[src/hdl/niu32_cfg.svh]
`ifndef NIU32_CFG_SVH
`define NIU32_CFG_SVH

// Datapath width
`define NIU_WORD_BITS 32

// Memory depths in words
`define NIU_IMEM_WORDS 256
`define NIU_DMEM_WORDS 256

`define NIU_PC_START 32'h0000_0000

// Memory-mapped I/O
`define NIU_ADDR_LEDR   32'hFFFF_0020
`define NIU_ADDR_OUT    32'hFFFF_0000
`define NIU_ADDR_SWITCH 32'hFFFF_0120
`define NIU_IO_PREFIX   16'hFFFF  // Upper half of every I/O address

`define NIU_LED_BITS 10  // Red LEDs and switches alike

`endif
[src/hdl/niu32IsaPkg.sv]
package niu32IsaPkg;

    typedef logic [4:0]  regIdxT;
    typedef logic [16:0] immT;

    // Primary opcode in IR[31:27]
    typedef enum logic [4:0] {
        opAlui = 5'b00000,
        opAddi = 5'b00001,
        opMlti = 5'b00010,
        opAndi = 5'b00101,
        opOri  = 5'b00110,
        opXori = 5'b00111,
        opSuli = 5'b01000,
        opSuri = 5'b01010,
        opSsri = 5'b01011,
        opLw   = 5'b10000,
        opSw   = 5'b10011,
        opBeq  = 5'b11000,
        opBne  = 5'b11001,
        opBlt  = 5'b11010,
        opBle  = 5'b11011
    } opcodeT;

    // Secondary opcode encodings also used by the immediate forms
    typedef enum logic [4:0] {
        aluSub = 5'b00000,
        aluAdd = 5'b00001,
        aluMlt = 5'b00010,
        aluNot = 5'b00100,
        aluAnd = 5'b00101,
        aluOr  = 5'b00110,
        aluXor = 5'b00111,
        aluSul = 5'b01000,
        aluSur = 5'b01010,
        aluSsr = 5'b01011,
        aluEq  = 5'b10000,
        aluNeq = 5'b10001,
        aluLt  = 5'b10010,
        aluLeq = 5'b10011
    } aluFuncT;

endpackage

[src/hdl/niu32CorePkg.sv]
`include "niu32_cfg.svh"

package niu32CorePkg;
    import niu32IsaPkg::*;

    typedef logic [`NIU_WORD_BITS-1:0] wordT;
    typedef logic [$clog2(`NIU_IMEM_WORDS)-1:0] imemAddrT;

    typedef enum logic [4:0] {
        sFetch, sDecode,
        sOpB, sExec, sWriteBack,          // ALU, register or immediate
        sAddrB, sAddrCalc, sAddrLoad,     // Shared by LW and SW
        sLoadWb, sStore,
        sBrB, sBrCmp, sBrTest, sBrOff, sBrAdd, sBrJump,
        sIoWait, sHalt
    } seqStateT;

    typedef enum logic [2:0] {
        busNone, busPc, busReg, busMem, busImm, busShImm, busAlu
    } busSrcT;

    typedef struct packed {
        logic    loadPc;
        logic    incPc;
        logic    loadIr;
        logic    loadMar;
        logic    writeMem;
        logic    writeReg;
        regIdxT  regSel;
        logic    loadA;
        logic    loadB;
        aluFuncT aluFunc;
        busSrcT  busSrc;
        logic    ioStore;
    } ctrlWordT;

    typedef struct packed {
        opcodeT  op1;
        aluFuncT op2;
        regIdxT  rx;
        regIdxT  ry;
        regIdxT  rz;
        immT     imm;
    } decodeT;

    typedef struct packed {
        imemAddrT addr;
        wordT     data;
        logic     last;
    } loadWordT;

endpackage

[src/hdl/outputPort.sv]
`timescale 1ns/1ns
`include "niu32_cfg.svh"

module outputPort import niu32CorePkg::*; (
    input  logic                     clk,
    input  logic                     reset,
    input  logic                     ioStore,
    input  wordT                     ioAddr,
    input  wordT                     bus,
    input  logic                     outAck,
    output logic                     outReq,
    output wordT                     outData,
    output logic                     ioBusy,
    output logic [`NIU_LED_BITS-1:0] ledr
);
    typedef enum logic [1:0] {sendIdle, sendReq, sendRelease} sendStateT;

    sendStateT state;
    logic      outHit;
    logic      ledHit;

    assign outHit = ioStore && ioAddr == `NIU_ADDR_OUT;
    assign ledHit = ioStore && ioAddr == `NIU_ADDR_LEDR;

    always_ff @(posedge clk or posedge reset) begin
        if (reset) begin
            state <= sendIdle;
            ledr  <= '0;
        end else begin
            if (ledHit) ledr <= bus[`NIU_LED_BITS-1:0];
            case (state)
                sendIdle:    if (outHit) state <= sendReq;
                sendReq:     if (outAck) state <= sendRelease;
                sendRelease: if (!outAck) state <= sendIdle;  // Host has finished
                default:     state <= sendIdle;
            endcase
        end
    end

    always_ff @(posedge clk) begin
        if (outHit && state == sendIdle) outData <= bus;
    end

    assign outReq = state == sendReq;
    assign ioBusy = state != sendIdle;

    // Sequencer holds off the next store while a word is in flight
    assert property (@(posedge clk) disable iff (reset) ioStore |-> !ioBusy);

endmodule

[config.mk]
export PLATFORM = sky130hd
export DESIGN_NAME = outputPort
export DESIGN_NICKNAME = d
export VERILOG_FILES = /design/src/hdl/niu32IsaPkg.sv /design/src/hdl/niu32CorePkg.sv /design/src/hdl/outputPort.sv
export VERILOG_INCLUDE_DIRS = /design/src /design/src/hdl
export SDC_FILE = /design/constraint.sdc
export NUM_CORES = 1
export LEC_CHECK = 0
export CORE_UTILIZATION = 55
export CTS_CLUSTER_DIAMETER = 100
export DETAILED_ROUTE_END_ITERATION = 12
export DONT_BUFFER_PORTS = 1
export GPL_TIMING_DRIVEN = 0
export HOLD_SLACK_MARGIN = 0.02
export PLACE_DENSITY_LB_ADDON = 0.3
export SLEW_MARGIN = 30
export SYNTH_ARGS = -nofsm -noshare
export SYNTH_HDL_FRONTEND = slang
export SYNTH_SLANG_ARGS = --single-unit
[constraint.sdc]
create_clock -name clk -period 4 [get_ports clk]
set_clock_uncertainty 0.15 [all_clocks]
set_input_delay 0.2 -clock clk [delete_from_list [all_inputs] [get_ports clk]]
set_output_delay 0.2 -clock clk [all_outputs]
set_load 0.1 [all_outputs]
After elaboration in Yosys (flattened, before gate mapping)
Index checks and enable logic that the tools add are counted.
- word-level logic and storage cells: 20
- flip-flop bits (word level): 44
- output and inout port bits: 44
- eq/ne operators: 7
- multiplexer cells: 4
- reduce and logical (&&, ||, !) cells: 6
- operator list (kind ; number):
    32-bit equality test, second input constant ; 2
    2-bit two-way mux ; 3
    2-bit != test, second input constant ; 3
    2-bit one-hot mux with 3 select lines ; 1
    1-bit logical AND ; 3
    3-bit AND reduction ; 1
    2-bit by 1-bit equality test with 1-bit output, second input constant ; 1
    2-bit equality test, second input constant ; 1
    2-bit zero test ; 1
    2-bit nonzero test ; 1

Longest topological paths before layout
- depth in word-level cells: 4
- depth in mapped cells: 4
- depth with buffers taken out: 4

Worst setup path after synthesis
No wires, ideal clock.
- path kind: register -> register
- from: reg state[0]
- to: reg outData[0], enable pin
- stages on the path, launching flop included: 3
- arrival time: 3.189 ns
- data required time: 3.389 ns
- setup time: 0.461 ns
- setup slack: 0.199 ns
- buffers on the path: 0
- cell sequence: dfrtp_1 > or2_2 > nor3_1
- cells in the longest elaborated chain, start to end: 2
- ends and longest elaborated chain (item ; line ; RTL):
    start, declared ; outputPort.sv:18 ; sendStateT state;
    start signal, assigned ; outputPort.sv:27 ; state <= sendIdle;
    start signal, assigned ; outputPort.sv:32 ; sendIdle: if (outHit) state <= sendReq;
    start signal, assigned ; outputPort.sv:33 ; sendReq: if (outAck) state <= sendRelease;
    2-bit zero test ; outputPort.sv:41 ; if (outHit && state == sendIdle) outData <= bus;
    1-bit logical AND ; outputPort.sv:41 ;
    end signal, assigned ; outputPort.sv:41 ;
    end, declared ; outputPort.sv:12 ; output wordT outData,
Every way passes these cells.
A chain may end at the register's enable or synchronous reset.

Worst setup path after layout
- from: reg state[0]
- to: reg outData[12], enable pin
The elaborated chain is that of the path after synthesis.

==> qor.txt <==
outcome - finished clean
CP Capture Type - register
Antenna Cells - 0
later-pin clock latency in the skew report - 0.33 ns
Final Max Slew Viols - 0
row count - 18
Synth area leader - edfxtp_1
num ports - 112
CTS tree - done
synthesized flop and latch total - 44
WS Path Type - register to register
sequential area share after synthesis - 82.69%
initial DRC count - 9
Worst Path Max Fanout - 11
Post-Syn Area - 1525 um^2
Routed Antenna Nets - 0
Max clock buf depth - 2
fin crit share - 57.54%
clk sinks - 44
worst slew pin tran - 0.9140 ns
number of non-filler instances in the completed layout - 151
Worst setup SP type - register
final setup violation count - 0
synth warn - 0
total number of vias - 868
core box area - 2545 um^2
clock root buffer - clkbuf_4
share of layout cells above drive strength 1 - 19.83%
vias in the first global route - 943
first-pass GRT wire length - 4457 um
Nets - 188
Post-CTS Setup Inserts - 0
H-tree levels - 2
RSZ-0062 raised after global routing - false
Netlist cell types - 16
Post-Syn Instances - 74
cts bufs inserted - 5
Die H - 54.66 um
Max stage delay on crit path - 0.55 ns
top post-synthesis cells by area - edfxtp_1 63%, dfrtp_1 20%, mux2_2 7.4%, nand4_1 1.6%, nor4_4 1.4%
Synth top area share - 63.00%
Cells after DPL - 107
wirelength, routed - 3256 um
Hold Path Class - input pin to asynchronous set/reset pin
antenna violations before repair - 0
Synth top cells by count - 32 x edfxtp_1, 12 x dfrtp_1, 10 x mux2_2
Tot Pwr - 739.1 uW
Avg Inst Size Synth - 20.61 um^2
WL/cell - 21.56 um
routability congestion estimate - 0.6888
Max Clk Rate - 434.5 MHz
fin area - 2013 um^2
CP Cell Sequence - or2_2 -> nor3_2 -> buf_4 -> buf_4
crit path max-delay cell type - or2_2
Max VDD drop - 0.3640 mV
number of synthesized flops with an enable pin - 32
crit path DAT - 2.20 ns
slew margin rel. - 39.06%
CP Data Required Time - 3.90 ns
Post-DP HPWL - 2060 um
Synth Flop Type - edfxtp_1
global route overflow - 0
most common cell in the netlist - edfxtp_1
Pleak - 0.0007671 uW
area growth from synthesis to layout - 31.99%
largest net degree at the start of global routing - 14
die area - 2988 um^2
DRC viols - 0
placed cell areas - 1590 um^2
Synth Net Count - 142
most used cell along the critical path - buf_4
die width - 54.66 um
Hold Vio Cnt, Final - 0
total power per unit cell area - 367.1 nW/um^2
Starting Density - 59.93%
Buffers on Ports - 0
Min Hold Slack - 0.1580 ns
Async SR Flop Fraction - 27.27%
clk slew on worst S/H paths - 0.13 ns
vias per cell - 5.748
Initial DRT Pass Iterations - 3
GRT Util Overall - 23.45%
fin crit period - 2.302 ns
worst reg2reg setup slack - 1.70 ns
max-cap viol count - 0
-- final cells by class --
cell class / count / area, um^2
inverters: 2 / 7.507
well taps: 30 / 37.54
flip-flops and latches: 44 / 1261
repair buffers: 39 / 382.9
multi-input cells: 28 / 261.5
clock buffers: 7 / 55.05
clock inverters: 1 / 7.507
fillers: 140 / 531.8
-- registers in the layout, summed over array words and instances (netlist names) --
register and count:
outData 32, ledr 10, state 2
-- critical path: cells and delay by family, from the launching register on --
family	cells	cell delay [ns]
and+or+nand+nor	2	1.00
buffers and inverters	2	0.46
DFF	1	0.41
-- through the flow --
step	utilization [%]	setup TNS, ns	setup WS (ns)
after global routing	79.11	0	1.603
after global placement	61.41	-13.73	-0.4299
after CTS	79.11	0	1.664
after floorplan	-	0	0.1992
final	79.11	0	1.699
after detailed placement	62.49	0	1.654
-- layout by cell type, fill, tap and decap left out --
| cell | instances |
|---|---|
| dlygate4sd3_1 | 36 |
| edfxtp_1 | 32 |
| dfrtp_1 | 12 |
| mux2_2 | 10 |
| clkbuf_4 | 5 |
| nand4_1 | 4 |
| nor4_1 | 3 |
| buf_4 | 3 |
| nand2b_1 | 2 |
| inv_1 | 2 |
| nor4_4 | 1 |
| nor4b_1 | 1 |
| and4_1 | 1 |
| nand3_4 | 1 |
| nand2_1 | 1 |
| or2_2 | 1 |
| o32ai_1 | 1 |
| nor3_2 | 1 |
| a21boi_0 | 1 |
| clkinvlp_4 | 1 |
| clkbuf_1 | 1 |
| clkbuf_8 | 1 |
-- power by group --
group	total (uW)	internal (uW)	switching [uW]
Sequential	489	489	0.00000868
Clock	214	86.2	128
Combinational	35.5	24.4	11.1
-- worst paths after layout --
kind / startpoint / to / depth (start not counted)
max in group asynchronous: reset / ledr[0] / 2
min in group clk: ioAddr[20] / ledr[2] / 4
min: reset / ledr[1] / 2
max: state[0] / outData[12] / 4
min reg2reg: state[1] / state[1] / 2
max reg2reg: state[0] / outData[12] / 4
-- cells by family after synthesis --
kind of cell / synth area share (%)
muxes: 7.383
DFF: 82.69
buffers and inverters: 0.4924
AOI/OAI and AO/OA: 1.067
and+or+nand+nor: 8.367
-- metal layers --
metal	global-route usage [%]	share of wire, %	wire length (um)
met1	22.01	32	1050
met2	41.97	54	1743
met3	10.56	13	428
met4	11.97	1.0	34
met5	0	0	0
-- timing repair --
item	CTS	global route
endpoints found under the hold margin	60	0
resized for setup	0	0
hold buffers	36	0
Note: power is estimated with default switching activity, not from simulation.
