==> config.mk <==
export PLATFORM = sky130hd
export DESIGN_NAME = aluUnit
export DESIGN_NICKNAME = d
export VERILOG_FILES = /design/src/hdl/niu32IsaPkg.sv /design/src/hdl/niu32CorePkg.sv /design/src/hdl/aluUnit.sv
export VERILOG_INCLUDE_DIRS = /design/src /design/src/hdl
export SDC_FILE = /design/constraint.sdc
export NUM_CORES = 2
export LEC_CHECK = 0
export BUFFER_PORTS_ARGS = -buffer_cell sky130_fd_sc_hd__buf_2
export CELL_PAD_IN_SITES_DETAIL_PLACEMENT = 2
export CELL_PAD_IN_SITES_GLOBAL_PLACEMENT = 2
export CORE_MARGIN = 2
export CORE_UTILIZATION = 38
export CTS_CLUSTER_SIZE = 30
export DETAILED_ROUTE_END_ITERATION = 10
export GPL_TIMING_DRIVEN = 0
export PLACE_DENSITY = 0.83
export SYNTH_ARGS = -nofsm -noshare
export SYNTH_HDL_FRONTEND = slang
export SYNTH_SLANG_ARGS = --single-unit
==> constraint.sdc <==
create_clock -name clk -period 23.6 [get_ports clk]
set_input_delay 1.18 -clock clk [delete_from_list [all_inputs] [get_ports clk]]
set_output_delay 1.18 -clock clk [all_outputs]
set_load 0.01 [all_outputs]
==> src/hdl/niu32_cfg.svh <==
`ifndef NIU32_CFG_SVH
`define NIU32_CFG_SVH

// Datapath width
`define NIU_WORD_BITS 32

// Memory depths in words
`define NIU_IMEM_WORDS 256
`define NIU_DMEM_WORDS 256

`define NIU_PC_START 32'h0000_0000

// Memory-mapped I/O
`define NIU_ADDR_LEDR   32'hFFFF_0020
`define NIU_ADDR_OUT    32'hFFFF_0000
`define NIU_ADDR_SWITCH 32'hFFFF_0120
`define NIU_IO_PREFIX   16'hFFFF  // Upper half of every I/O address

`define NIU_LED_BITS 10  // Red LEDs and switches alike

`endif
==> src/hdl/niu32IsaPkg.sv <==
package niu32IsaPkg;

    typedef logic [4:0]  regIdxT;
    typedef logic [16:0] immT;

    // Primary opcode in IR[31:27]
    typedef enum logic [4:0] {
        opAlui = 5'b00000,
        opAddi = 5'b00001,
        opMlti = 5'b00010,
        opAndi = 5'b00101,
        opOri  = 5'b00110,
        opXori = 5'b00111,
        opSuli = 5'b01000,
        opSuri = 5'b01010,
        opSsri = 5'b01011,
        opLw   = 5'b10000,
        opSw   = 5'b10011,
        opBeq  = 5'b11000,
        opBne  = 5'b11001,
        opBlt  = 5'b11010,
        opBle  = 5'b11011
    } opcodeT;

    // Secondary opcode encodings also used by the immediate forms
    typedef enum logic [4:0] {
        aluSub = 5'b00000,
        aluAdd = 5'b00001,
        aluMlt = 5'b00010,
        aluNot = 5'b00100,
        aluAnd = 5'b00101,
        aluOr  = 5'b00110,
        aluXor = 5'b00111,
        aluSul = 5'b01000,
        aluSur = 5'b01010,
        aluSsr = 5'b01011,
        aluEq  = 5'b10000,
        aluNeq = 5'b10001,
        aluLt  = 5'b10010,
        aluLeq = 5'b10011
    } aluFuncT;

endpackage

==> src/hdl/niu32CorePkg.sv <==
`include "niu32_cfg.svh"

package niu32CorePkg;
    import niu32IsaPkg::*;

    typedef logic [`NIU_WORD_BITS-1:0] wordT;
    typedef logic [$clog2(`NIU_IMEM_WORDS)-1:0] imemAddrT;

    typedef enum logic [4:0] {
        sFetch, sDecode,
        sOpB, sExec, sWriteBack,          // ALU, register or immediate
        sAddrB, sAddrCalc, sAddrLoad,     // Shared by LW and SW
        sLoadWb, sStore,
        sBrB, sBrCmp, sBrTest, sBrOff, sBrAdd, sBrJump,
        sIoWait, sHalt
    } seqStateT;

    typedef enum logic [2:0] {
        busNone, busPc, busReg, busMem, busImm, busShImm, busAlu
    } busSrcT;

    typedef struct packed {
        logic    loadPc;
        logic    incPc;
        logic    loadIr;
        logic    loadMar;
        logic    writeMem;
        logic    writeReg;
        regIdxT  regSel;
        logic    loadA;
        logic    loadB;
        aluFuncT aluFunc;
        busSrcT  busSrc;
        logic    ioStore;
    } ctrlWordT;

    typedef struct packed {
        opcodeT  op1;
        aluFuncT op2;
        regIdxT  rx;
        regIdxT  ry;
        regIdxT  rz;
        immT     imm;
    } decodeT;

    typedef struct packed {
        imemAddrT addr;
        wordT     data;
        logic     last;
    } loadWordT;

endpackage

==> src/hdl/aluUnit.sv <==
`timescale 1ns/1ns

module aluUnit import niu32IsaPkg::*, niu32CorePkg::*; (
    input  logic    clk,
    input  logic    reset,
    input  wordT    bus,
    input  logic    loadA,
    input  logic    loadB,
    input  aluFuncT func,
    output wordT    result,
    output logic    cmpTrue
);
    wordT       a;
    wordT       b;
    wordT       nextResult;
    logic [4:0] shamt;

    assign shamt = b[4:0];  // Low five bits only

    always_ff @(posedge clk) begin
        if (loadA) a <= bus;
        if (loadB) b <= bus;
    end

    always_comb begin
        case (func)
            aluSub:  nextResult = a - b;
            aluAdd:  nextResult = a + b;
            aluMlt:  nextResult = a * b;
            aluNot:  nextResult = ~a;
            aluAnd:  nextResult = a & b;
            aluOr:   nextResult = a | b;
            aluXor:  nextResult = a ^ b;
            aluSul:  nextResult = a << shamt;
            aluSur:  nextResult = a >> shamt;
            aluSsr:  nextResult = $signed(a) >>> shamt;
            // Compares are signed
            aluEq:   nextResult = wordT'(a == b);
            aluNeq:  nextResult = wordT'(a != b);
            aluLt:   nextResult = wordT'($signed(a) < $signed(b));
            aluLeq:  nextResult = wordT'($signed(a) <= $signed(b));
            default: nextResult = '0;
        endcase
    end

    always_ff @(posedge clk or posedge reset) begin
        if (reset) begin
            result <= '0;
        end else begin
            result <= nextResult;
        end
    end

    assign cmpTrue = result[0];

endmodule

Yosys cells after proc, flatten, opt, wreduce, memory -nomap -nowiden
Index checks and enable logic that the tools add are counted.

word-level totals
  register bits after elaboration = 96

operators by class
  $add $sub $neg = 2
  $mul = 1
  $lt $le $gt $ge = 2
  eq/ne operators = 15
  shift-type cells = 3
  muxes and demuxes = 1
  bitwise logic cells = 4
  reductions and logical operators = 1

operator list
  kind                                            number
  case mux 32 bit (14 select lines)               1
  adder 32 bit                                    1
  bitwise AND 32 bit                              1
  == test 32 bit                                  1
  <= comparator 32 bit                            1
  < comparator 32 bit                             1
  multiplier 32 x 32 -> 32 bit                    1
  != test 32 bit                                  1
  NOT 32 bit                                      1
  OR 32 bit                                       1
  left shift 32 x 5 -> 32 bit                     1
  >> shifter 32 x 5 -> 32 bit                     1
  >>> shifter 32 x 5 -> 32 bit                    1
  subtractor 32 bit                               1
  bitwise XOR 32 bit                              1
  == test 5 x 3 -> 1 bit (second input constant)  4
  == test 5 bit (second input constant)           4
  == test 5 x 4 -> 1 bit (second input constant)  3
  == test 5 x 1 -> 1 bit (second input constant)  1
  == test 5 x 2 -> 1 bit (second input constant)  1
  logical NOT 5 bit                               1

Logic depth before layout (Yosys ltp)
  depth after elaboration = 2
  mapped depth = 31
  depth with buffers taken out = 27

Worst setup path after synthesis
Ideal clock, no wire load.

  kind = reg2reg
  start point = register b[2]
  end point = register result[27]
  setup time = 130 ps
  arrival = 8,165 ps
  path slack = 15,305 ps
  stages on the path, launching flop included = 30
  cell sequence = edfxtp_1 > inv_2 > buf_1 > buf_2 > buf_1 > buf_1 > nor2_1 > fa_1 > inv_1 > fa_1 > fa_1 > fa_1 > inv_1 > fa_1 > inv_1 > fa_1 > inv_1 > fa_1 > fa_1 > ha_1 > a21o_1 > a21oi_1 > o221ai_1 > a311o_1 > and2_1 > or3_1 > a21oi_1 > xnor2_1 > a21oi_1 > o21ai_1

on the way
  word-level cells in the longest chain between the ends = 2
  elaborated cells between the ends (all ways) = 7
  classes of those cells = add/sub: 2; mul: 1; shift: 3; mux: 1

RTL lines
  element                                               line           RTL
  from (decl)                                           aluUnit.sv:14  wordT b;
  from (signal assigned)                                aluUnit.sv:22  if (loadB) b <= bus;
  multiplier 32 x 32 -> 32 bit (tied with other cells)  aluUnit.sv:29  aluMlt: nextResult = a * b;
  case mux 32 bit (14 select lines) (*)                 aluUnit.sv:26  case (func)
  via nextResult[27]                                    aluUnit.sv:15  wordT nextResult;
  to (signal assigned)                                  aluUnit.sv:50  result <= nextResult;
  to (decl)                                             aluUnit.sv:10  output wordT result,

Mark *: on every way through the listed nets, which the timed path passes. The rest lies on a longest branch.
A chain may end at the register's enable or synchronous reset.

Final worst setup path
  start point = register b[2]
  end point = register result[29]

The elaborated chain is that of the path after synthesis.

==> results.cfg <==
[detailed_routing]
vias_per_cell = 6.52
wirelength_um = 162000
post_drt_wl_per_cell_um = 39.0
vias = 27100
postRouteAntennaNets = 0
drt-initial-drc-count = 3261
drc = 0
first_pass_iters = 5

[status]
status = finished, violations left
violations = max-capacitance violations, max-slew violations

[sta]
relSlewSlack_pct = -5.28
setup-violations-final = 0
slew_viol_final = 22
fmax_ghz = 0.0866
finClkSkew_ns = 0.0209
worst_pin_slew_ns = 1.58
hold_viol = 0
whs_ns = 0.922
period_share_pct = 48.9
grt_setup_unrepaired = no
period_minus_slack_ns = 11.54
fin_tns_setup_ns = 0

[critical_path]
cp_slowest_cell = buf_1
worstRegToRegCells = 29
path_common_cell = fa_1
arrival_ns = 11.78
r2r_start = b[2]$_DFFE_PP_
critical_path_class = flip-flop to flip-flop
r2r_slack_ns = 12.06
required_ns = 23.84
critPathBufInv = 9
critPathMaxStageDelay_ns = 0.74
cp-end-kind = flip-flop
crit_path_start_kind = flip-flop
critPathTopFamily = adder cells
rr_endpoint = result[29]$_DFF_PP0_
cp_max_fo = 10

[place]
gp_congestion = 1.06
port_buffers = 70
dp_hpwl_um = 132000

[clocking]
postCtsSetupBuffers = 0
cts.sinks = 96
path_clk_slew_ns = 0.08
cts-root-buf = clkbuf_16
clk_latency_ns = 0.42
cts_buffers = 9
htreeDepth = 3
cts_tree = yes
cts_hold_buf = 0
ctsResizeCount = 0
ctsLongestPathBuffers = 2

[synth]
async_reset_ff_share_pct = 33.3
synth_area_leaders = fa_1 31%, ha_1 10%, edfxtp_1 7.3%
ys_top_cells_by_count = 469 x nor2_1, 450 x inv_1, 410 x fa_1
synth_edf_count = 64
ys.flop_type = edfxtp_1
synth_top_area_share_pct = 31.1
ys_warn_count = 0
ys_ff_latch = 96
syn_nets = 3802
synth-seq-area-share_pct = 10.3
synth.distinct_cells = 99
syn_inst = 3131
yosysMostFrequentCell = nor2_1
syn_avg_cell_area_um2 = 8.42
netlist_area_um2 = 26400
yosysTopAreaCell = fa_1

[grt]
grt_max_degree = 33
grtUsageMet3_pct = 12.4
overflow = 0
grt_util_met1_pct = 57.1
met2_usage_pct = 67.3
top_usage_layer = met2
grt_antenna_before_repair = 14
grt_pass1_wl_um = 225000
grt.total_usage_pct = 45.5
grt_pass1_vias = 29700

[layout]
area_delta_synth_final_pct = 7.00
layout.nets = 3884
drive_gt1_share_pct = 6.62

[floorplan]
die_w_um = 267
rows = 96
coreArea_um2 = 68600
start_util_pct = 38.4
die_h_um = 267
dieArea_um2 = 71500
io-pin-count = 74

[run]
maxCapViolCount = 2

[worst_hold_path]
min_path_type = primary input to asynchronous set/reset pin
cell families (layout without fill, tap and decap cells):
group | after synthesis | in the layout | share of synthesized area [%]
xor gates and xnor gates | 106 | 106 | 3.52
other | 0 | 5 | 0
and+or+nand+nor | 969 | 969 | 15.3
muxes | 91 | 91 | 4.80
AOI/OAI and AO/OA | 569 | 569 | 14.5
DFF | 96 | 96 | 10.3
adders and majority gates | 630 | 630 | 41.6
buffers and inverters | 670 | 757 | 9.91
state kept, by name (all words and copies together), names as in the netlist:
| register | count |
|---|---|
| result | 32 |
| b | 32 |
| a | 32 |
cell usage in the layout, fill, tap and decap left out, drive strengths merged, types with 24 or more instances in the layout:
master,count
ha,220
dfrtp,32
clkbuf,128
xor2,24
a21o,26
xnor2,82
buf,150
nand3,41
edfxtp,64
nor2,469
nor3,38
o22ai,26
a211oi,30
a21oi,137
inv,464
o211ai,31
mux4,27
mux2i,51
fa,410
o21ai,149
nand2,327
per-layer routing:
metal  part of all wire (%)  up-vias
met2                     42     2029
li1                       -    10400
met1                     37    14100
met4                    8.6        6
met5                  0.025        -
met3                     12      625
worst max path at each step:
| stage | start | endpoint | slack (ns) | cells after the start |
|---|---|---|---|---|
| after floorplan | b[2]$_DFFE_PP_ | result[27]$_DFF_PP0_ | 15.31 | 29 |
| after global placement | b[2]$_DFFE_PP_ | result[31]$_DFF_PP0_ | 12.90 | 29 |
| after detailed placement | b[2]$_DFFE_PP_ | result[29]$_DFF_PP0_ | 12.56 | 29 |
| after CTS | b[2]$_DFFE_PP_ | result[29]$_DFF_PP0_ | 12.54 | 29 |
| after global routing | b[2]$_DFFE_PP_ | result[29]$_DFF_PP0_ | 11.97 | 29 |
| final | b[2]$_DFFE_PP_ | result[29]$_DFF_PP0_ | 12.06 | 29 |
per-stage QoR:
stage	util (%)	cell area, um2	setup WS (ns)	std cells
6_report	41.1	28200	12.06	4154
5_1_grt	41.1	28200	11.97	4149
4_1_cts	41.1	28200	12.54	4149
3_5_place_dp	40.7	27900	12.56	4133
3_3_place_gp	40.6	27900	12.90	4132
2_1_floorplan	-	26400	15.31	3131
area by class of cell:
class | instances | area [um2]
Multi-Input combinational cell | 2365 | 21000
Inverter | 472 | 1770
Buffer | 198 | 841
Sequential cell | 96 | 2720
Antenna cell | 5 | 12.5
Clock inverter | 7 | 78.8
Fill cell | 7728 | 40400
Clock buffer | 9 | 225
Timing Repair Buffer | 71 | 358
Tap cell | 931 | 1160
Power is left out: the tool's default activity adds up to more than one toggle a clock period on the data nets, which glitch-free logic cannot reach.
