$ cat config.mk
export PLATFORM = sky130hd
export DESIGN_NAME = controlSequencer
export DESIGN_NICKNAME = d
export VERILOG_FILES = /design/src/hdl/niu32IsaPkg.sv /design/src/hdl/niu32CorePkg.sv /design/src/hdl/controlSequencer.sv
export VERILOG_INCLUDE_DIRS = /design/src /design/src/hdl
export SDC_FILE = /design/constraint.sdc
export NUM_CORES = 1
export LEC_CHECK = 0
export BUFFER_PORTS_ARGS = -buffer_cell sky130_fd_sc_hd__buf_2
export CAP_MARGIN = 20
export CORE_MARGIN = 2
export CORE_UTILIZATION = 43
export CTS_CLUSTER_SIZE = 14
export DETAILED_ROUTE_END_ITERATION = 10
export PLACE_DENSITY_LB_ADDON = 0.1
export REMOVE_ABC_BUFFERS = 1
export SYNTH_ARGS = -nofsm -noshare
export SYNTH_HDL_FRONTEND = slang
export SYNTH_SLANG_ARGS = --single-unit
$ cat constraint.sdc
create_clock -name clk -period 3.84 [get_ports clk]
set_clock_uncertainty 0.05 [all_clocks]
set_input_delay 0.384 -clock clk [delete_from_list [all_inputs] [get_ports clk]]
set_output_delay 0.384 -clock clk [all_outputs]
set_load 0.005 [all_outputs]
$ cat src/hdl/niu32_cfg.svh
`ifndef NIU32_CFG_SVH
`define NIU32_CFG_SVH

// Datapath width
`define NIU_WORD_BITS 32

// Memory depths in words
`define NIU_IMEM_WORDS 256
`define NIU_DMEM_WORDS 256

`define NIU_PC_START 32'h0000_0000

// Memory-mapped I/O
`define NIU_ADDR_LEDR   32'hFFFF_0020
`define NIU_ADDR_OUT    32'hFFFF_0000
`define NIU_ADDR_SWITCH 32'hFFFF_0120
`define NIU_IO_PREFIX   16'hFFFF  // Upper half of every I/O address

`define NIU_LED_BITS 10  // Red LEDs and switches alike

`endif
$ cat src/hdl/niu32IsaPkg.sv
package niu32IsaPkg;

    typedef logic [4:0]  regIdxT;
    typedef logic [16:0] immT;

    // Primary opcode in IR[31:27]
    typedef enum logic [4:0] {
        opAlui = 5'b00000,
        opAddi = 5'b00001,
        opMlti = 5'b00010,
        opAndi = 5'b00101,
        opOri  = 5'b00110,
        opXori = 5'b00111,
        opSuli = 5'b01000,
        opSuri = 5'b01010,
        opSsri = 5'b01011,
        opLw   = 5'b10000,
        opSw   = 5'b10011,
        opBeq  = 5'b11000,
        opBne  = 5'b11001,
        opBlt  = 5'b11010,
        opBle  = 5'b11011
    } opcodeT;

    // Secondary opcode encodings also used by the immediate forms
    typedef enum logic [4:0] {
        aluSub = 5'b00000,
        aluAdd = 5'b00001,
        aluMlt = 5'b00010,
        aluNot = 5'b00100,
        aluAnd = 5'b00101,
        aluOr  = 5'b00110,
        aluXor = 5'b00111,
        aluSul = 5'b01000,
        aluSur = 5'b01010,
        aluSsr = 5'b01011,
        aluEq  = 5'b10000,
        aluNeq = 5'b10001,
        aluLt  = 5'b10010,
        aluLeq = 5'b10011
    } aluFuncT;

endpackage

$ cat src/hdl/niu32CorePkg.sv
`include "niu32_cfg.svh"

package niu32CorePkg;
    import niu32IsaPkg::*;

    typedef logic [`NIU_WORD_BITS-1:0] wordT;
    typedef logic [$clog2(`NIU_IMEM_WORDS)-1:0] imemAddrT;

    typedef enum logic [4:0] {
        sFetch, sDecode,
        sOpB, sExec, sWriteBack,          // ALU, register or immediate
        sAddrB, sAddrCalc, sAddrLoad,     // Shared by LW and SW
        sLoadWb, sStore,
        sBrB, sBrCmp, sBrTest, sBrOff, sBrAdd, sBrJump,
        sIoWait, sHalt
    } seqStateT;

    typedef enum logic [2:0] {
        busNone, busPc, busReg, busMem, busImm, busShImm, busAlu
    } busSrcT;

    typedef struct packed {
        logic    loadPc;
        logic    incPc;
        logic    loadIr;
        logic    loadMar;
        logic    writeMem;
        logic    writeReg;
        regIdxT  regSel;
        logic    loadA;
        logic    loadB;
        aluFuncT aluFunc;
        busSrcT  busSrc;
        logic    ioStore;
    } ctrlWordT;

    typedef struct packed {
        opcodeT  op1;
        aluFuncT op2;
        regIdxT  rx;
        regIdxT  ry;
        regIdxT  rz;
        immT     imm;
    } decodeT;

    typedef struct packed {
        imemAddrT addr;
        wordT     data;
        logic     last;
    } loadWordT;

endpackage

$ cat src/hdl/controlSequencer.sv
`timescale 1ns/1ns

module controlSequencer import niu32IsaPkg::*, niu32CorePkg::*; (
    input  logic     clk,
    input  logic     reset,
    input  logic     coreRun,
    input  decodeT   decode,
    input  logic     cmpTrue,
    input  logic     ioBusy,
    output ctrlWordT ctrl,
    output logic     halted
);
    seqStateT state;
    seqStateT nextState;
    logic     isAlui;
    aluFuncT  execFunc;

    // Register functions the core implements
    function automatic logic op2Legal(aluFuncT f);
        case (f)
            aluSub, aluAdd, aluMlt, aluNot, aluAnd, aluOr, aluXor,
            aluSul, aluSur, aluSsr, aluEq, aluNeq, aluLt, aluLeq: return 1'b1;
            default: return 1'b0;
        endcase
    endfunction

    function automatic aluFuncT branchFunc(opcodeT op);
        case (op)
            opBne:   return aluNeq;
            opBlt:   return aluLt;
            opBle:   return aluLeq;
            default: return aluEq;
        endcase
    endfunction

    assign isAlui   = decode.op1 == opAlui;
    // Immediate opcodes share the secondary encodings
    assign execFunc = isAlui ? decode.op2 : aluFuncT'(decode.op1);
    assign halted   = state == sHalt;

    always_ff @(posedge clk or posedge reset) begin
        if (reset) begin
            state <= sFetch;
        end else begin
            state <= nextState;
        end
    end

    always_comb begin
        ctrl         = '0;
        ctrl.aluFunc = aluAdd;  // Address and branch target sums
        ctrl.busSrc  = busNone;
        nextState    = state;
        case (state)
            sFetch: begin
                if (ioBusy) begin
                    nextState = sIoWait;
                end else if (coreRun) begin
                    ctrl.loadIr = 1'b1;
                    ctrl.incPc  = 1'b1;
                    nextState   = sDecode;
                end
            end
            sDecode: begin
                // A takes rx for every kept instruction
                ctrl.regSel = decode.rx;
                ctrl.busSrc = busReg;
                ctrl.loadA  = 1'b1;
                case (decode.op1)
                    opAlui: nextState = op2Legal(decode.op2) ? sOpB : sHalt;
                    opAddi, opMlti, opAndi, opOri, opXori,
                    opSuli, opSuri, opSsri: nextState = sOpB;
                    opLw, opSw: nextState = sAddrB;
                    opBeq, opBne, opBlt, opBle: nextState = sBrB;
                    default: nextState = sHalt;
                endcase
            end
            sOpB: begin
                ctrl.regSel = decode.ry;
                ctrl.busSrc = isAlui ? busReg : busImm;
                ctrl.loadB  = 1'b1;
                nextState   = sExec;
            end
            sExec: begin
                ctrl.aluFunc = execFunc;
                nextState    = sWriteBack;
            end
            sWriteBack: begin
                ctrl.regSel   = isAlui ? decode.rz : decode.ry;
                ctrl.busSrc   = busAlu;
                ctrl.writeReg = 1'b1;
                nextState     = sFetch;
            end
            sAddrB: begin
                ctrl.busSrc = busImm;
                ctrl.loadB  = 1'b1;
                nextState   = sAddrCalc;
            end
            sAddrCalc: nextState = sAddrLoad;
            sAddrLoad: begin
                ctrl.busSrc  = busAlu;
                ctrl.loadMar = 1'b1;  // MDR reads in the same edge
                nextState    = (decode.op1 == opLw) ? sLoadWb : sStore;
            end
            sLoadWb: begin
                ctrl.regSel   = decode.ry;
                ctrl.busSrc   = busMem;
                ctrl.writeReg = 1'b1;
                nextState     = sFetch;
            end
            sStore: begin
                ctrl.regSel   = decode.ry;
                ctrl.busSrc   = busReg;
                ctrl.writeMem = 1'b1;
                ctrl.ioStore  = 1'b1;  // Datapath picks memory or I/O
                nextState     = sFetch;
            end
            sBrB: begin
                ctrl.regSel = decode.ry;
                ctrl.busSrc = busReg;
                ctrl.loadB  = 1'b1;
                nextState   = sBrCmp;
            end
            sBrCmp: begin
                ctrl.aluFunc = branchFunc(decode.op1);
                nextState    = sBrTest;
            end
            sBrTest: begin
                // PC already points past the branch
                ctrl.busSrc = busPc;
                ctrl.loadA  = 1'b1;
                nextState   = cmpTrue ? sBrOff : sFetch;
            end
            sBrOff: begin
                ctrl.busSrc = busShImm;
                ctrl.loadB  = 1'b1;
                nextState   = sBrAdd;
            end
            sBrAdd: nextState = sBrJump;
            sBrJump: begin
                ctrl.busSrc = busAlu;
                ctrl.loadPc = 1'b1;
                nextState   = sFetch;
            end
            sIoWait: if (!ioBusy) nextState = sFetch;
            sHalt: nextState = sHalt;  // Until reset
            default: nextState = sFetch;
        endcase
    end

    // Back-pressure only ever follows a store this sequencer issued
    assert property (@(posedge clk) disable iff (reset) $rose(ioBusy) |-> $past(state) == sStore);

endmodule

# [Yosys cells after proc, flatten, opt, wreduce, memory -nomap -nowiden]
# Memories as Yosys holds them, arrays and structs flattened.
# Cells that the tools add are included.
[totals] ff_bits=5 romBits=32 in_bits=47 out_inout_bits=23 mem_count=1
[memory_table] memory="(no name shown)" words=32 width=1 read_ports=1 rd_clocked_by_memory_dff=0 write_ports=0 line="controlSequencer.sv:20" rtl="case (f)"
[classes] eq_ne=33 n_mux=26 reduce_logical=12
[op_table] op="$pmux W5 S14" count=1
[op_table] op="$eq A5 B4 Y1 const B" count=11
[op_table] op="$eq A5 B5 Y1 const B" count=8
[op_table] op="$eq A5 B3 Y1 const B" count=7
[op_table] op="$mux W5" count=6
[op_table] op="$pmux W3 S7" count=1
[op_table] op="$pmux W5 S4" count=1
[op_table] op="$eq A5 B2 Y1 const B" count=3
[op_table] op="$pmux W5 S3" count=1
[op_table] op="$reduce_or A4 Y1" count=3
[op_table] op="$eq A5 B1 Y1 const B" count=2
[op_table] op="$logic_not A5 Y1" count=2
[op_table] op="$pmux W5 S2" count=1
[op_table] op="$mux W1" count=9
[op_table] op="$reduce_or A8 Y1" count=1
[op_table] op="$mux W2" count=3
[op_table] op="$pmux W2 S3" count=1
[op_table] op="$reduce_or A2 Y1" count=3
[op_table] op="$reduce_or A3 Y1" count=2
[op_table] op="$mux W4" count=1
[op_table] op="$mux W3" count=1
[op_table] op="$ne A3 B3 Y1 const B" count=1
[op_table] op="$ne A2 B2 Y1 const B" count=1
[op_table] op="$reduce_and A2 Y1" count=1

# [Depth between registers and ports, before layout]
[depth] ltp_word=6 ltp_mapped=6

# [Least setup slack after synthesis]
# No wires, ideal clock.
[synth_timing] path_kind="input port to output port" start="input decode[38] (netlist name)" end="output ctrl[2] (netlist name)" t_arrival_ns=1.467 required_ns=3.406 setup_slack_ns=1.939 stages=5 n_path_buf=0 cell_sequence="nor4_4 -> nand2_2 -> or3_1 -> a31o_1 -> a21oi_2"
[synth_rtl] element="from (decl)" line="controlSequencer.sv:7" rtl="input decodeT decode,"
[synth_rtl] element="to (decl)" line="controlSequencer.sv:10" rtl="output ctrlWordT ctrl,"

==> summary.txt <==
Status
  – Status: complete, no violations

Finish
  – Ant diodes: 0
  – P&R area growth vs syn: 29.9%
  – Share of cells above drive strength 1: 37.6%
  – Nets: 226
  – Final Core Density: 60.3%
  – Largest regs: state x5
  – Final Cell Area: 1210 µm²
  – Commonest non-fill, non-tap cells in the layout: buf_2, nor2_1, a21oi_1, nor3_1
  – Commonest non-fill, non-tap cell in the layout: buf_2
  – Number of flip-flops in the largest register: 5
  – Biggest register: state

Timing
  – Slew headroom: 55.4%
  – Final setup margin: 1.25 ns
  – Final hold violations: 0
  – Maximum clock frequency: 0.386 GHz
  – Shortest period the worst path allows: 2.59 ns
  – RSZ-0062 raised after global routing: no
  – Setup TNS: 0 ns
  – Period Utilization, post-route: 67.5%
  – Final setup viols: 0
  – Slew Viols, Final: 0
  – Worst Tran Pin Value: 0.669 ns

Floorplanning
  – Rows: 16
  – Placeable Area: 2000 µm²
  – Starting Density: 46.4%
  – Num ports: 70
  – Die width: 50.5 µm
  – Die height: 50.5 µm
  – DIE AREA: 2550 µm²

Worst setup path
  – Slowest-stage cell, CP: dfrtp_1
  – CP Data Arrival Time: 2.16 ns
  – CP required: 3.41 ns
  – Worst setup SP type: register
  – R2r endpoint: state[0]$_DFFE_PP0P_
  – R2R setup slack: 1.80 ns
  – Cells on worst reg2reg path: 5
  – Crit path kind: register to output pin
  – CP max stage delay: 0.70 ns
  – FF-to-FF Start: state[0]$_DFFE_PP0P_
  – Crit Path Max Fanout: 21
  – Endpoint class of the critical path: output pin
  – Critical-path cell list: or3b_2 -> a21oi_1 -> o21ai_2 -> a21boi_0 -> a221o_1 -> buf_2

GRT
  – Largest net degree at the start of global routing: 22
  – Tot GR Track Use: 20.5%
  – First-pass GRT wire length: 4.20 mm
  – Vias in the first global route: 997
  – Initial antenna violation count: 0
  – GRT overflow: 0

Hold path
  – Min-delay worst type: input port to register
  – WHS Path Cells: 3
  – Hold Crit Endpoint: state[4]$_DFFE_PP0P_
  – Hold path start: ioBusy

Clock tree
  – Postcts setup bufs: 0
  – Root Buffer: clkbuf_4
  – Max clock buf depth: 2
  – PostCTS Resize Cnt: 0
  – CTS H-tree depth: 1
  – CTS tree: done
  – Clk sinks: 5
  – Hold_buf cts: 1
  – TritonCTS buffer count: 3
  – Worst-Skew Late Latency: 0.23 ns
  – Worst-path clk slew: 0.04 ns

Routing
  – Detailed-route via count: 1160
  – Total Wirelength: 2.66 mm
  – First-pass DRT Iterations: 4
  – DRC errors left: 0
  – Vias per cell: 5.66
  – Drt initial violations: 35
  – WL per Instance: 13.0 µm
  – Post-DRT Antenna Nets: 0

Place
  – GPL Wtd Cong: 0.892
  – Detailed placer's ending HPWL: 2.07 mm
  – Placed cell area: 1170 µm²
  – Port bufs: 52
  – DP Worst Slack: 1.50 ns

Synth
  – Most used DFF post-synth: dfrtp_1
  – Synth unique cells: 49
  – Mux contribution to synthesized area: 2.29%
  – Syn. warnings: 0
  – EDFF count, synth: 0
  – Post-synthesis compound-gate area fraction: 32.6%
  – Synth Area in Simple Gates: 42.9%
  – Seq/Total Area, Yosys: 13.5%
  – Cell count after synthesis: 132
  – Fraction of registers with async set/reset: 100%
  – Synthesized area: 930 µm²
  – Post-Synth Adder-Cell Area: 0%
  – Synth Area per Inst: 7.04 µm²
  – Combinational family with the most area after synthesis: simple AND/OR/NAND/NOR gates
  – Post-synthesis xor/xnor area fraction: 1.88%
  – Yosys reg bits: 5

Job
  – Max-Cap Viols: 0

Pwr
  – Leakage power: 0.567 nW
  – PwrDens: 325 nW/µm²
  – VDD IR max: 200 µV
through the flow:
| stage | power, mW | cells | hold slack (ns) |
|---|---|---|---|
| global placement | 0.330 | 200 | 0.225 |
| global route | 0.426 | 205 | 0.446 |
| floorplan | 0.248 | 121 | 0.113 |
| detailed placement | 0.334 | 200 | 0.231 |
| finish | 0.392 | 205 | 0.450 |
| CTS | 0.394 | 205 | 0.436 |
metal layers:
| metal | GRT usage [%] | vias to the layer above | share of wire (%) |
|---|---|---|---|
| li1 | - | 590 | - |
| met1 | 28.0 | 535 | 45 |
| met4 | 9.01 | 0 | 0 |
| met5 | 0 | - | 0 |
| met2 | 34.2 | 35 | 50 |
| met3 | 0 | 0 | 4.7 |
worst max path at each step:
stage                           to            startpoint  slack, ns
after floorplan           ctrl[11]  state[2]$_DFFE_PP0P_       1.79
after global placement    ctrl[13]  state[2]$_DFFE_PP0P_       1.49
after detailed placement  ctrl[11]  state[2]$_DFFE_PP0P_       1.50
after CTS                 ctrl[11]  state[2]$_DFFE_PP0P_       1.25
after global routing      ctrl[11]  state[2]$_DFFE_PP0P_       1.04
final                     ctrl[11]  state[2]$_DFFE_PP0P_       1.25
cell usage after synthesis (4+ instances only):
master,n,area (µm²)
nor2_1,15,56.3
a21oi_1,10,50.1
nor3_1,10,50.1
a21boi_0,7,52.6
o21ai_0,7,35.0
nand2_1,6,22.5
a221o_1,5,50.1
dfrtp_1,5,125
nor2b_1,5,31.3
clkbuf_1,4,15.0
nor3b_1,4,30.0
area by class of cell:
cell class | count | area [µm²]
Fill cell | 216 | 795
Multi-Input combinational cell | 113 | 741
Timing Repair Buffer | 53 | 270
Sequential cell | 5 | 125
Tap cell | 27 | 33.8
Clock buffer | 4 | 26.3
Inverter | 3 | 11.3
cells by family (layout without fill, tap and decap cells):
family / count (synthesis) / in the layout
xor gates and xnor gates: 2 / 2
and+or+nand+nor: 65 / 65
buffers and inverters: 14 / 60
DFF: 5 / 5
AOI/OAI and AO/OA: 44 / 44
muxes: 2 / 2
report_power, final:
| group | leakage [nW] | internal [mW] | switching (mW) |
|---|---|---|---|
| logic | 0.485 | 0.106 | 0.102 |
| registers | 0.0668 | 0.0642 | 0.0620 |
| clock network | 0.0150 | 0.0391 | 0.0193 |
critical path, delay by kind of cell, from the launching register on:
family | cells | cell delay (ns)
buffers and inverters | 1 | 0.11
AOI/OAI and AO/OA | 4 | 0.59
DFF | 1 | 0.70
and+or+nand+nor | 1 | 0.52
Note: power is estimated with default switching activity, not from simulation.
